===== src/design/mem_pkg.sv =====
package mem_pkg;

	// plain widths with a meaning
	typedef logic [31:0] word_t;    // one data word
	typedef logic [31:0] addr_t;    // byte address
	typedef logic [4:0]  reg_sel_t; // destination register index
	typedef logic [3:0]  wmask_t;   // one enable per byte lane

	// access size as coded in funct3[1:0]
	typedef enum logic [1:0] {
		size_byte = 2'b00,
		size_half = 2'b01,
		size_word = 2'b10
	} access_size_e;

	// request from access unit to cache and from cache to memory
	typedef struct packed {
		logic   valid; // one cycle pulse
		logic   rw;    // 1 means write
		addr_t  addr;  // always word aligned
		wmask_t wmask; // byte lanes to write
		word_t  data;  // store data already in its lane
	} mem_req_t;

	// answer to a request
	typedef struct packed {
		logic  ready; // one cycle pulse
		word_t data;  // whole read word
	} mem_resp_t;

	// cache miss and write sequencer
	typedef enum logic [1:0] {
		st_idle,     // waiting for a cpu request
		st_lookup,   // tag compare on the latched request
		st_mem_wait, // backing memory busy
		st_respond   // ready pulse back to the cpu
	} cache_state_e;

	// size from funct3; bit 2 only selects unsigned loads
	function automatic access_size_e decode_size(input logic [2:0] funct3);
		case (funct3[1:0])
			2'b00:   return size_byte;
			2'b01:   return size_half;
			default: return size_word; // 2'b11 is not a legal rv32 size
		endcase
	endfunction

endpackage


===== src/design/mem_access_unit.sv =====
`timescale 1ns/1ps

module mem_access_unit (
	input  logic                clk,
	input  logic                rst,
	input  logic                mem_load_store, // instruction uses memory
	input  logic                is_store,
	input  logic [2:0]          funct3,
	input  mem_pkg::word_t      rs1,
	input  mem_pkg::word_t      rs2,
	input  logic [23:0]         imm,
	input  mem_pkg::word_t      rd_data_in,
	input  mem_pkg::reg_sel_t   rd_sel_in,
	input  logic                instr_valid,    // one cycle after the pipeline registers latch
	input  mem_pkg::mem_resp_t  cpu_resp,
	output mem_pkg::word_t      rd_data_out,
	output mem_pkg::reg_sel_t   rd_sel_out,
	output logic                stage_complete,
	output mem_pkg::mem_req_t   cpu_req
);
	import mem_pkg::*;

	addr_t        addr;      // effective byte address
	access_size_e size;
	logic [1:0]   lane;      // byte offset inside the word
	logic [4:0]   lane_bits; // same offset in bits
	logic         is_unsigned;
	wmask_t       base_mask; // mask before moving into the lane
	word_t        lane_data; // returned word moved down to bit 0
	word_t        load_data; // extended load result
	logic         done_q;

	assign addr        = rs1 + {{8{imm[23]}}, imm}; // imm sign extended to 32 bits
	assign size        = decode_size(funct3);
	assign is_unsigned = funct3[2];
	assign lane        = addr[1:0];
	assign lane_bits   = {lane, 3'b000};

	// store side
	always_comb begin
		case (size)
			size_byte: base_mask = 4'b0001;
			size_half: base_mask = 4'b0011;
			default:   base_mask = 4'b1111;
		endcase
	end

	always_comb begin
		cpu_req.valid = instr_valid && mem_load_store; // one pulse per memory instruction
		cpu_req.rw    = is_store;
		cpu_req.addr  = {addr[31:2], 2'b00};           // cache works on whole words
		cpu_req.wmask = base_mask << lane;
		cpu_req.data  = rs2 << lane_bits;               // low bytes of rs2 into their lane
	end

	// load side
	assign lane_data = cpu_resp.data >> lane_bits;

	always_comb begin
		case (size)
			size_byte: begin
				if (is_unsigned)
					load_data = {24'b0, lane_data[7:0]};
				else
					load_data = {{24{lane_data[7]}}, lane_data[7:0]};
			end
			size_half: begin
				if (is_unsigned)
					load_data = {16'b0, lane_data[15:0]};
				else
					load_data = {{16{lane_data[15]}}, lane_data[15:0]};
			end
			default: load_data = lane_data;
		endcase
	end

	// completion stays up from the ready pulse until the next instruction
	always_ff @(posedge clk or posedge rst) begin
		if (rst)
			done_q <= 1'b1; // stage is free after reset
		else
			done_q <= stage_complete;
	end

	assign stage_complete = !mem_load_store      // non-memory finishes at once
		|| cpu_resp.ready
		|| (done_q && !instr_valid);

	// only a load changes the result, everything else passes through
	assign rd_data_out = (mem_load_store && !is_store) ? load_data : rd_data_in;
	assign rd_sel_out  = rd_sel_in;

	// natural alignment is required, there is no misaligned trap
	property p_aligned;
		@(posedge clk) disable iff (rst)
		(instr_valid && mem_load_store) |->
			((size == size_byte) ||
			 (size == size_half && !addr[0]) ||
			 (size == size_word && addr[1:0] == 2'b00));
	endproperty
	a_aligned: assert property (p_aligned)
		else $error("misaligned access at %h", addr);

endmodule


===== config.mk =====
export PLATFORM = sky130hd
export DESIGN_NAME = mem_access_unit
export DESIGN_NICKNAME = d
export VERILOG_FILES = /design/src/design/mem_pkg.sv /design/src/design/mem_access_unit.sv
export SDC_FILE = /design/constraint.sdc
export NUM_CORES = 1
export LEC_CHECK = 0
export ABC_AREA = 1
export BUFFER_PORTS_ARGS = -buffer_cell sky130_fd_sc_hd__buf_4
export CORE_AREA = 4 4 106 108
export CTS_CLUSTER_SIZE = 20
export DETAILED_ROUTE_END_ITERATION = 8
export DIE_AREA = 0 0 110 112
export MAX_ROUTING_LAYER = met4
export PLACE_DENSITY = 0.78
export SYNTH_ARGS = -nofsm -noshare
export SYNTH_HDL_FRONTEND = slang
export SYNTH_SLANG_ARGS = --single-unit

===== constraint.sdc =====
create_clock -name clk -period 2 [get_ports clk]
set_clock_uncertainty 0.1 [all_clocks]
set_input_delay 0.1 -clock clk [delete_from_list [all_inputs] [get_ports clk]]
set_output_delay 0.1 -clock clk [all_outputs]
set_load 0.02 [all_outputs]

Word level (Yosys, flattened, before mapping)

Index checks and enable logic that the tools add are counted.

Bits of input ports: 166
Flip-flop bits (word level): 1
Output and inout port bits: 108
Logic and storage cells: 23

Eq/ne operators: 2
Add/sub/neg operators: 1
Shift operators: 3
Reduce and logical (&&, ||, !) cells: 10
Muxes and demuxes: 6

Operator list:

| cell                                                                  | count |
|---|---|
| 32-bit two-way mux                                                    | 3 |
| 32-bit case mux with 2 select lines                                   | 1 |
| 32-bit adder                                                          | 1 |
| 32-bit by 5-bit left shift with 32-bit output                         | 1 |
| 32-bit by 5-bit >> shifter with 32-bit output                         | 1 |
| 4-bit case mux with 2 select lines                                    | 1 |
| 2-bit by 1-bit equality test with 1-bit output, second input constant | 2 |
| 2-bit zero test                                                       | 2 |
| 2-bit case mux with 2 select lines                                    | 1 |
| 4-bit by 2-bit left shift with 4-bit output                           | 1 |
| 1-bit logical AND                                                     | 3 |
| 1-bit zero test                                                       | 3 |
| 1-bit logical OR                                                      | 2 |

Logic depth before layout (Yosys ltp)

Depth in word-level cells: 5
Mapped depth: 12
Depth with buffers taken out: 12

Worst setup path after synthesis

Ideal clock, no wire load.

Path type: input to output
Start: input port rs1[0]
End: output port cpu_req[0] (netlist name)
Path slack: -70 ps
Data required time: 1800 ps
Cell stages on the path: 8
Path buffers: 1
Data arrival time: 1870 ps
Cell sequence: ha_1 inv_1 fa_1 buf_2 inv_2 nor2_1 inv_1 nor2_1

RTL lines:

| element     | line                  | RTL |
|---|---|---|
| from (decl) | mem_access_unit.sv:9  | `input mem_pkg::word_t rs1,` |
| to (decl)   | mem_access_unit.sv:19 | `output mem_pkg::mem_req_t cpu_req` |

Worst setup path in the final report

Start: input port rs1[0]
End: output port rd_data_out[12]

Longest elaborated chain between the ends: 5
Elaborated cells on any way between the ends: 6
Those cells by class: add/sub (1); shift (1); mux (4)

Ends and longest elaborated chain:

| element                                           | line                                         | RTL |
|---|---|---|
| 32-bit adder (*)                                  | mem_access_unit.sv:33                        | `assign addr = rs1 + {{8{imm[23]}}, imm};` |
| 32-bit by 5-bit >> shifter with 32-bit output (*) | mem_access_unit.sv:57                        | `assign lane_data = cpu_resp.data >> lane_bits;` |
| 32-bit two-way mux, on equally long branches      | mem_access_unit.sv:68, mem_access_unit.sv:62 |  |
| 32-bit case mux with 2 select lines (*)           | mem_access_unit.sv:60                        | `case (size)` |
| 32-bit two-way mux (*)                            | mem_access_unit.sv:90                        | `assign rd_data_out = (mem_load_store && !is_store) ? load_data : rd_data_in;` |
| to (decl)                                         | mem_access_unit.sv:16                        | `output mem_pkg::word_t rd_data_out,` |

Every way passes the cells marked *; elsewhere a longest branch is shown, timed or not.

==> out/metrics.cfg <==
[pwr]
ir_worst_vdd_v = 0.000223
leakagePower_nw = 4.33
p_total_mw = 2.89
p_per_area_nw_per_um2 = 402

[global_routing]
grt_pass1_vias = 6039
grt_start_max_net_pins = 34
overflow = 0
antenna_found_initial = 0
track_usage = 0.296
grt_pass1_wl_um = 28900

[synth]
synthTopCellsByArea = nand2_1 (26%), inv_1 (16%), nor2_1 (9.2%), ha_1 (9.1%), a21oi_1 (6.1%)
async_flop_share = 1.00
yosysTopAreaCell = nand2_1
ys_ff_latch = 1
seq_area_frac_synth = 0.00618
yosys_warnings = 0
synth-edff-count = 0
yosysMostFrequentCell = nand2_1
synthTopCellsByCount = nand2_1 (295), inv_1 (183), nor2_1 (104)
synthFlopType = dfstp_2
netlist.area_leader.share = 0.261
avgSynthCellArea_sq_um = 4.74
synthCells = 897
syn-cell-area_sq_um = 4250
synth_cell_types = 34

[timing]
finalHoldViolCount = 0
maxSlewViolCount = 0
period_share = 1.08
grt_setup_unrepaired = true
setup_ws_ns = -0.158
fmax_mhz = 463
setup_violations = 50
fin_crit_ns = 2.16

[finish]
largest_reg_flops = 1
fin_util = 0.703
top_regs = done_q: 1 flops
regMostFlops = done_q
diodes = 0
layout-drive-gt1-share = 0.356
final_nets = 1374
area_growth_syn_to_layout_pct = 69.2
final_cells = 1310

[drt]
via_per_inst = 4.98
drtAntennaViolNets = 0
routed_wl_um = 19600
wl_per_cell_um = 14.9
vias = 6525
remaining_drc_errors = 0
drtIter0Drc = 416
dr.pass1.iters = 6

[setup_path]
crit_fanout = 6
rrSetupSlack_ns = 1.00
r2r_start = done_q$_DFF_PP1_
cp_data_arrival_time_ns = 1.96
cp-start-kind = primary input
crit_required_ns = 1.80
critPathKind = primary input to primary output
reg2reg_depth = 2
r2r_end = done_q$_DFF_PP1_
crit_path_end_kind = primary output

[die]
die_x_um = 110
ios = 274
die-height_um = 112
core_area_sq_um = 10200
die_area_sq_um = 12300
start_util = 0.415
fp-row-count = 37

[place]
place_congestion = 0.976
dp_hpwl_um = 15800
placement.io_buffers = 261
placed_cells = 1298

[clock_tree]
cts.reportedPaths.clkPinSlew_ns = 0
clk_latency_ns = 0

[status]
outcome = finished, violations left
violations = setup timing

[flow_run]
maxCapViolCount = 0

[worst_hold_path]
hold_class = primary input to async pin

==> kinds of logic (layout without fill, tap and decap cells) <==
group,Yosys count,count (layout),synth area share
compound gates,145,145,0.180
xor+xnor,16,16,0.0330
fa+ha+maj,32,32,0.0960
buf+inv,223,499,0.213
flops,1,1,0.00618
other cells,1,2,0.000882
simple gates,479,479,0.470
==> power by group <==
part	leakage (nW)	switching, mW	internal (mW)
combinational	4.32	1.62	1.24
clock	0	0	0
sequential	0.0105	0.000249	0.0222
total	4.33	1.63	1.27
==> metrics by stage <==
step	setup WS, ns	hold WS (ns)	setup TNS, ns	area, sq um
after floorplan	-0.0704	-0.110	-0.563	4250
after global placement	-0.193	0.00657	-5.82	6530
after detailed placement	-0.265	0.00859	-7.21	6530
after CTS	-0.143	0.00859	-3.89	6910
after global routing	-0.232	0.0177	-8.97	7190
final	-0.158	0.0143	-4.97	7190
==> routing by layer <==
layer | track usage | routed length [um] | part of all wire | vias to the layer above
li1 | - | - | - | 3301
met1 | 0.328 | 7430 | 0.38 | 2829
met3 | 0.0487 | 1800 | 0.092 | 76
met5 | - | 0 | 0 | -
met2 | 0.533 | 9510 | 0.49 | 319
met4 | 0.0873 | 837 | 0.043 | 0
==> what timing repair did <==
item	CTS	global route
hold buffers	0	0
gates resized for setup	71	78
cloned	3	1
setup buffers	5	3
endpoints found under the setup margin	51	66
pin swaps	18	26
==> final cells by class <==
type                    instances  area, sq um
multi-input cells             674         3640
fillers                       919         3040
repair buffers                314         2650
inverters                     185          707
well taps                     136          170
flip-flops and latches          1         26.3
==> placed cells by master (no fill, tap or decap), types with 8 or more instances in the layout <==
master	count
nand2_1	284
buf_4	265
inv_1	173
nor2_1	87
a21oi_1	45
o21ai_0	40
buf_6	39
o21ai_1	29
nand3_1	28
ha_1	27
nand3_2	20
or2_2	16
xor2_1	12
nor2_2	10
nand2_2	10
inv_2	8
a31oi_1	8
nor2_4	8
==> worst max path at each step <==
| stage | cells after the start | slack, ns | endpoint | start |
|---|---|---|---|---|
| floorplan | 8 | -0.07 | cpu_req[0] | rs1[0] |
| global placement | 12 | -0.19 | rd_data_out[31] | rs1[0] |
| detailed placement | 12 | -0.27 | rd_data_out[11] | rs1[0] |
| CTS | 14 | -0.14 | rd_data_out[11] | imm[0] |
| global route | 14 | -0.23 | rd_data_out[12] | rs1[0] |
| finish | 14 | -0.16 | rd_data_out[12] | rs1[0] |
==> worst max-delay path, cell delays in order <==
cell and delay [ns]:
buf_8 0.10, ha_4 0.15, inv_2 0.05, fa_2 0.49
buf_6 0.16, inv_4 0.06, nand2_4 0.05, o21ai_4 0.08
nand3_4 0.21, buf_12 0.22, nand3_2 0.05, o21ai_1 0.06
inv_1 0.07, buf_6 0.11
Power figures use the tool's default switching activity.
