<file path="src/design/mem_pkg.sv">
package mem_pkg;

	// plain widths with a meaning
	typedef logic [31:0] word_t;    // one data word
	typedef logic [31:0] addr_t;    // byte address
	typedef logic [4:0]  reg_sel_t; // destination register index
	typedef logic [3:0]  wmask_t;   // one enable per byte lane

	// access size as coded in funct3[1:0]
	typedef enum logic [1:0] {
		size_byte = 2'b00,
		size_half = 2'b01,
		size_word = 2'b10
	} access_size_e;

	// request from access unit to cache and from cache to memory
	typedef struct packed {
		logic   valid; // one cycle pulse
		logic   rw;    // 1 means write
		addr_t  addr;  // always word aligned
		wmask_t wmask; // byte lanes to write
		word_t  data;  // store data already in its lane
	} mem_req_t;

	// answer to a request
	typedef struct packed {
		logic  ready; // one cycle pulse
		word_t data;  // whole read word
	} mem_resp_t;

	// cache miss and write sequencer
	typedef enum logic [1:0] {
		st_idle,     // waiting for a cpu request
		st_lookup,   // tag compare on the latched request
		st_mem_wait, // backing memory busy
		st_respond   // ready pulse back to the cpu
	} cache_state_e;

	// size from funct3; bit 2 only selects unsigned loads
	function automatic access_size_e decode_size(input logic [2:0] funct3);
		case (funct3[1:0])
			2'b00:   return size_byte;
			2'b01:   return size_half;
			default: return size_word; // 2'b11 is not a legal rv32 size
		endcase
	endfunction

endpackage

</file>
<file path="src/design/dcache_dm.sv">
`timescale 1ns/1ps

module dcache_dm #(
	parameter int CACHE_LINES = 16 // power of two, at least 2
) (
	input  logic               clk,
	input  logic               rst,
	input  mem_pkg::mem_req_t  cpu_req,
	input  mem_pkg::mem_resp_t mem_resp,
	output mem_pkg::mem_resp_t cpu_resp,
	output mem_pkg::mem_req_t  mem_req
);
	import mem_pkg::*;

	localparam int IDX_W = $clog2(CACHE_LINES);
	localparam int TAG_W = 30 - IDX_W; // word address bits above the index

	typedef logic [IDX_W-1:0] idx_t;
	typedef logic [TAG_W-1:0] tag_t;

	cache_state_e           state_q;
	mem_req_t               req_q;       // latched cpu request
	word_t                  data_q [CACHE_LINES];
	tag_t                   tag_q  [CACHE_LINES];
	logic [CACHE_LINES-1:0] valid_q;
	word_t                  resp_data_q; // last load word, held for the cpu

	idx_t idx;
	tag_t tag;
	logic hit;
	logic read_hit;
	logic write_hit;
	logic fill;

	// split the latched word address
	assign idx = req_q.addr[IDX_W+1:2];
	assign tag = req_q.addr[31:IDX_W+2];

	assign hit       = valid_q[idx] && (tag_q[idx] == tag);
	assign read_hit  = (state_q == st_lookup) && hit && !req_q.rw;
	assign write_hit = (state_q == st_lookup) && hit && req_q.rw;
	assign fill      = (state_q == st_mem_wait) && mem_resp.ready && !req_q.rw; // read miss returns

	// sequencer
	always_ff @(posedge clk or posedge rst) begin
		if (rst) begin
			state_q <= st_idle;
		end else begin
			case (state_q)
				st_idle: begin
					if (cpu_req.valid)
						state_q <= st_lookup;
				end
				st_lookup: begin
					if (read_hit)
						state_q <= st_idle;     // answered in this cycle
					else
						state_q <= st_mem_wait; // miss or write goes to memory
				end
				st_mem_wait: begin
					if (mem_resp.ready)
						state_q <= st_respond;
				end
				st_respond: state_q <= st_idle;
				default:    state_q <= st_idle;
			endcase
		end
	end

	// line valid bits
	always_ff @(posedge clk or posedge rst) begin
		if (rst)
			valid_q <= '0;
		else if (fill)
			valid_q[idx] <= 1'b1;
	end

	// request latch, line data and tags
	always_ff @(posedge clk) begin
		if (state_q == st_idle && cpu_req.valid)
			req_q <= cpu_req;
		if (fill) begin
			data_q[idx] <= mem_resp.data; // install fetched word
			tag_q[idx]  <= tag;
		end else if (write_hit) begin
			for (int b = 0; b < 4; b++) begin
				if (req_q.wmask[b])
					data_q[idx][8*b +: 8] <= req_q.data[8*b +: 8]; // merge under mask
			end
		end
		if (read_hit)
			resp_data_q <= data_q[idx];
		else if (fill)
			resp_data_q <= mem_resp.data;
	end

	// responses
	always_comb begin
		cpu_resp.ready = read_hit || (state_q == st_respond);
		cpu_resp.data  = read_hit ? data_q[idx] : resp_data_q; // hit data straight from the array
	end

	always_comb begin
		mem_req.valid = (state_q == st_lookup) && !read_hit; // write through, or fetch on read miss
		mem_req.rw    = req_q.rw;
		mem_req.addr  = req_q.addr;
		mem_req.wmask = req_q.wmask;
		mem_req.data  = req_q.data;
	end

	// one access in flight, so a new request only finds the cache idle
	a_req_when_idle: assert property (
		@(posedge clk) disable iff (rst)
		cpu_req.valid |-> state_q == st_idle
	) else $error("cpu request while cache busy");

	// memory answers only what this cache asked for
	a_ready_in_wait: assert property (
		@(posedge clk) disable iff (rst)
		mem_resp.ready |-> state_q == st_mem_wait
	) else $error("memory ready outside mem_wait");

endmodule

</file>
<file path="config.mk">
export PLATFORM = sky130hd
export DESIGN_NAME = dcache_dm
export DESIGN_NICKNAME = d
export VERILOG_FILES = /design/src/design/mem_pkg.sv /design/src/design/dcache_dm.sv
export SDC_FILE = /design/constraint.sdc
export NUM_CORES = 1
export LEC_CHECK = 0
export ABC_AREA = 1
export BUFFER_PORTS_ARGS = -buffer_cell sky130_fd_sc_hd__buf_4
export CAP_MARGIN = 15
export CORE_UTILIZATION = 40
export CTS_BUF_LIST = sky130_fd_sc_hd__clkbuf_8 sky130_fd_sc_hd__clkbuf_16
export CTS_CLUSTER_DIAMETER = 120
export DETAILED_ROUTE_END_ITERATION = 6
export PLACE_DENSITY = 0.58
export SLEW_MARGIN = 20
export SYNTH_ARGS = -nofsm -noshare
export SYNTH_HDL_FRONTEND = slang
export SYNTH_SLANG_ARGS = --single-unit
</file>
<file path="constraint.sdc">
create_clock -name clk -period 4.31 [get_ports clk]
set_clock_uncertainty 0.15 [all_clocks]
set_input_delay 0.431 -clock clk [delete_from_list [all_inputs] [get_ports clk]]
set_output_delay 0.431 -clock clk [all_outputs]
set_load 0.1 [all_outputs]
</file>
Word-level counts from Yosys, hierarchy flattened
Memories as Yosys holds them, arrays and structs flattened. A register that Yosys moved wholly into a read port is not among the register bits.
Cells that the tools add are included.

storage, ports and cells
  flip-flop bits (word level) = 119
  bits in latches = 0
  memory bits (writable) = 928
  ROM bits = 0
  bits of input ports = 105
  word-level logic and storage cells = 72
  memories kept = 2

memory list
  name    depth  bits a word  rd ports  clocked after memory_dff  write ports  line             source
  data_q  16     32           1         1                         1            dcache_dm.sv:23  word_t data_q [CACHE_LINES];
  tag_q   16     26           1         1                         1            dcache_dm.sv:24  tag_t tag_q [CACHE_LINES];

operators by class
  add/subtract/negate cells = 0
  $mul = 0
  div/mod/pow operators = 0
  magnitude comparators = 2
  equality and inequality tests = 6
  shift-type cells = 0
  mux-type cells = 35
  bitwise operators = 5
  reduce and logical (&&, ||, !) cells = 15

operator list
  cell                                                                          count
  32-bit 2-to-1 mux                                                             3
  8-bit 2-to-1 mux                                                              4
  26-bit == test                                                                1
  1-bit 2-to-1 mux                                                              20
  16-bit OR                                                                     1
  1-bit logical AND                                                             9
  4-bit 2-to-1 mux                                                              2
  2-bit one-hot mux with 4 select lines                                         1
  2-bit 2-to-1 mux                                                              3
  4-bit by 5-bit less-than comparator with 1-bit output, second input constant  1
  1-bit binary-select mux with 4-bit select                                     1
  1-bit demux with 4-bit select                                                 1
  2-bit == test, second input constant                                          2
  4-bit by 1-bit >= comparator with 1-bit output, second input constant         1
  2-bit != test, second input constant                                          2
  1-bit OR                                                                      4
  2-bit by 1-bit == test with 1-bit output, second input constant               1
  1-bit zero test                                                               2
  2-bit zero test                                                               1
  2-bit AND reduction                                                           1
  2-bit nonzero test                                                            1
  1-bit logical OR                                                              1

Logic depth before layout (Yosys ltp)
  depth after elaboration = 9
  gate-level depth with buffers = 21
  mapped depth without buffers = 17

Least setup slack after synthesis
No wires, ideal clock.

  kind = reg-to-output
  from = register req_q (netlist bit mem_req[38])
  to = output port cpu_resp[32] in the netlist's numbering
  data arrival time = 3.592 ns
  slack = 0.137 ns
  cell stages (with the launch flop) = 18
  buffers on the path = 3
  cells stage by stage = edfxtp_1 -> buf_2 -> nor2_1 -> nand2_1 -> nand4_1 -> nand2_1 -> nand2_1 -> nor2_1 -> nand2_1 -> nor2_1 -> nand3_1 -> nor2_1 -> nand2_1 -> nor2_1 -> nand2_1 -> buf_2 -> buf_2 -> o21ai_0

RTL lines
  element                   line             source
  start: declaration        dcache_dm.sv:22  mem_req_t req_q;
  start signal: assignment  dcache_dm.sv:81  req_q <= cpu_req;
  end: declaration          dcache_dm.sv:10  output mem_pkg::mem_resp_t cpu_resp,

==> flow_summary.ini <==
[pwr]
seq_power_share_pct = 37.5
combPwrFrac_pct = 32.0
p_per_area_nw_per_um2 = 592
swShare_pct = 36.1
power.switching_mw = 11.6
power_leakage_nw = 20.6
p_int_mw = 20.5
power_frac_clock_pct = 30.5
vdd_drop_max_uv = 514

[layout]
nets = 4265
layout-drive-gt1-share_pct = 18.7
areaGrowthSynthToFinish_pct = 25.2
n_fill_cell = 9324

[worst_setup_path]
cp.arrival_ns = 3.64
cp_num_buf_inv = 5
crit_type = reg2out
worstPathRequired_ns = 3.73
r2r_cells = 20
cp_cell_sequence = buf_12 > clkbuf_16 > nor2_1 > nor2_1 > o21ai_0 > nand3_1 > nand3_1 > nand2_1 > nand2_1 > nand2_2 > nand2_1 > nor2_4 > nand3_4 > nor3_4 > buf_12 > clkbuf_16 > nand2_4 > nand2_2 > buf_12
critical_path.max_stage_delay_ns = 0.42
end_kind = output port
slowest_stage = dfxtp_4
cp.depth = 19
startpoint_type = register
worstPathMaxFanout = 21
cp_top_family = simple AND/OR/NAND/NOR gates

[min_path]
whs_path_depth = 2
min_path_type = in2reg
min_from = cpu_req[49]

[timing]
period_needed_ns = 4.22
post-route-period-util_pct = 97.9
rsz0062_at_grt = yes
tns_ns = 0
slew_viol_final = 0
slew_headroom_pct = 43.3
setup_violations = 0
worst_slew_pin_slew_ns = 0.851
finalHoldViolations = 0
maxClockFrequency_mhz = 237
setup_ws_ns = 0.0899

[global_routing]
grt_pass1_vias = 29152
grt_first_pass_wirelength_mm = 191
grt_max_degree = 167
grt_antenna_before_repair = 2
grt.overflow.total = 0
grtUsageTotal_pct = 23.6

[job]
maxCapViolCount = 0

[detailed_routing]
drtAntennaViolNets = 0
dr.pass1.iters = 6
drtIter0Drc = 3372
wire_per_inst_um = 23.9
drc_errors = 0
wl_mm = 135
via_per_inst = 5.48
vias = 31000

[placement]
io_buffers = 207
gp_congestion = 0.862
dpl.hpwl_mm = 74.5
preCtsSetupSlack_ns = 0.259

[yosys]
synthDominantCellAreaShare_pct = 71.3
synth_area_leaders = edfxtp_1, nand2_1, o21ai_0
synth_edf_count = 1029
syn_inst = 3722
synthTopCellsByCount = edfxtp_1, nand2_1, nor2_1
synth_top_area_cell = edfxtp_1
syn-mean-instance-area_um2 = 11.6
synth_warnings = 0
synth.cell_area_um2 = 43300
ys_ff_latch = 1051
synthFlopType = edfxtp_1
synth_fp_nets = 3827
yosys.cell_types.count = 31
seq_area_frac_synth_pct = 72.6
synthArstFlopShare_pct = 1.71
synth_most_common_cell = edfxtp_1

[cts]
clk_latency_ns = 0.71
cts_htree_levels = 3
cts_tree = built
cts_buffers = 113
clock_path_buffers = 3
cts-root-buf = clkbuf_16
cts_sinks = 1051
clkTransAtPathRegs_ns = 0.06

[floorplan]
rows = 120
dieArea_um2 = 110000
fp.coreArea_um2 = 107000
chipHeight_um = 331
ioPinCount = 208
die_width_um = 331
initial_core_util_pct = 40.4

[run_status]
status = completed
==> sequential cells by signal, summed over array words and instances (netlist names), named ones only <==
signal       count
state_q          1
resp_data_q     32
valid_q         16
mem_req         69
data_q         512
tag_q          416
==> path summary, 6_finish.rpt <==
check | to | slack [ns]
max in group asynchronous | valid_q[1] | 3.18
worst min-delay path | mem_req[49] | 0.29
worst max-delay path | cpu_resp[7] | 0.09
worst max register to register | data_q[7][13] | 0.36
worst min register to register | valid_q[14] | 0.31
min in group asynchronous | valid_q[0] | 0.33
==> cells by family after synthesis <==
kind of cell	synth area share, %
compound gates	7.97
simple gates	15.1
buf+inv	4.43
flops	72.6
==> metrics by stage <==
step	hold slack [ns]	cells	area (um^2)	power, mW	utilization (%)
finish	0.286	5662	54200	32.1	50.6
global route	0.275	5661	54200	33.3	50.6
floorplan	0.220	3722	43300	18.0	-
global placement	0.291	5290	47500	21.0	44.3
detailed placement	0.295	5290	47500	21.1	44.3
CTS	0.244	5627	53200	31.3	49.6
==> worst reg2reg max path, stage by stage (launching register included) <==
cell       delay, ns
dfxtp_4         0.39
buf_12          0.17
clkbuf_16       0.19
or2_2           0.31
nand3_1         0.10
nand3_2         0.09
nand3_2         0.12
nand2_1         0.08
nand2_1         0.08
nand2_1         0.05
nor2_1          0.09
nand2_1         0.07
nor2_1          0.11
nand2_2         0.12
nor2_4          0.19
buf_12          0.17
buf_4           0.24
nand3_4         0.23
buf_4           0.28
a21oi_1         0.20
buf_4           0.24
==> layout make-up <==
cell class	instances	area [um^2]	area share, %
Antenna cell	1	2.50	0.00461
Clock inverter	99	891	1.64
Tap cell	1403	1760	3.24
Timing Repair Buffer	549	5700	10.5
Clock buffer	114	2850	5.26
Timing Repair inverter	5	80.1	0.148
Inverter	236	935	1.72
Multi-Input combinational cell	2204	10600	19.5
Sequential cell	1051	31400	58.0
==> repair_timing <==
item	in CTS	in global routing
gates resized for setup	145	130
gates cloned	8	21
hold endpoints to repair	124	0
hold buffers	104	0
endpoints found under the setup margin	34	34
pin swaps	5	38
buffers inserted	12	15
==> metal layers <==
metal	part of all wire [%]	track usage (%)	vias to the layer above
met5	0.0067	0	-
met4	2.3	6.40	2
met3	9.1	4.09	208
met2	46	36.8	1523
met1	43	34.0	15278
li1	-	-	13989
==> power by group through the flow <==
stage / clock [mW] / sequential [mW] / combinational, mW
detailed placement: 0 / 12.2 / 8.82
finish: 9.79 / 12.0 / 10.3
global route: 10.3 / 12.1 / 11.0
global placement: 0 / 12.2 / 8.78
floorplan: 0 / 13.1 / 4.93
CTS: 9.87 / 12.0 / 9.37
==> layout by cell type (no fill, tap or decap), types with 14 or more instances in the layout <==
master         count
clkinv_1          15
o21ai_1           15
nand4_1           37
o221a_2           17
nand3_1          250
nand2_1          789
nand2_4           15
clkinv_2          33
buf_12            55
nand2_2           57
nor2_4            20
o211ai_1          27
o21ai_0          365
o221ai_1          34
clkbuf_16        130
inv_1            250
a21oi_1           69
nand3_2           31
dlygate4sd3_1    104
nor2_1           370
o22ai_1           81
buf_4            347
edfxtp_1        1029
dfrtp_1           18
bufinv_16         14
Note: power is estimated with default switching activity, not from simulation.
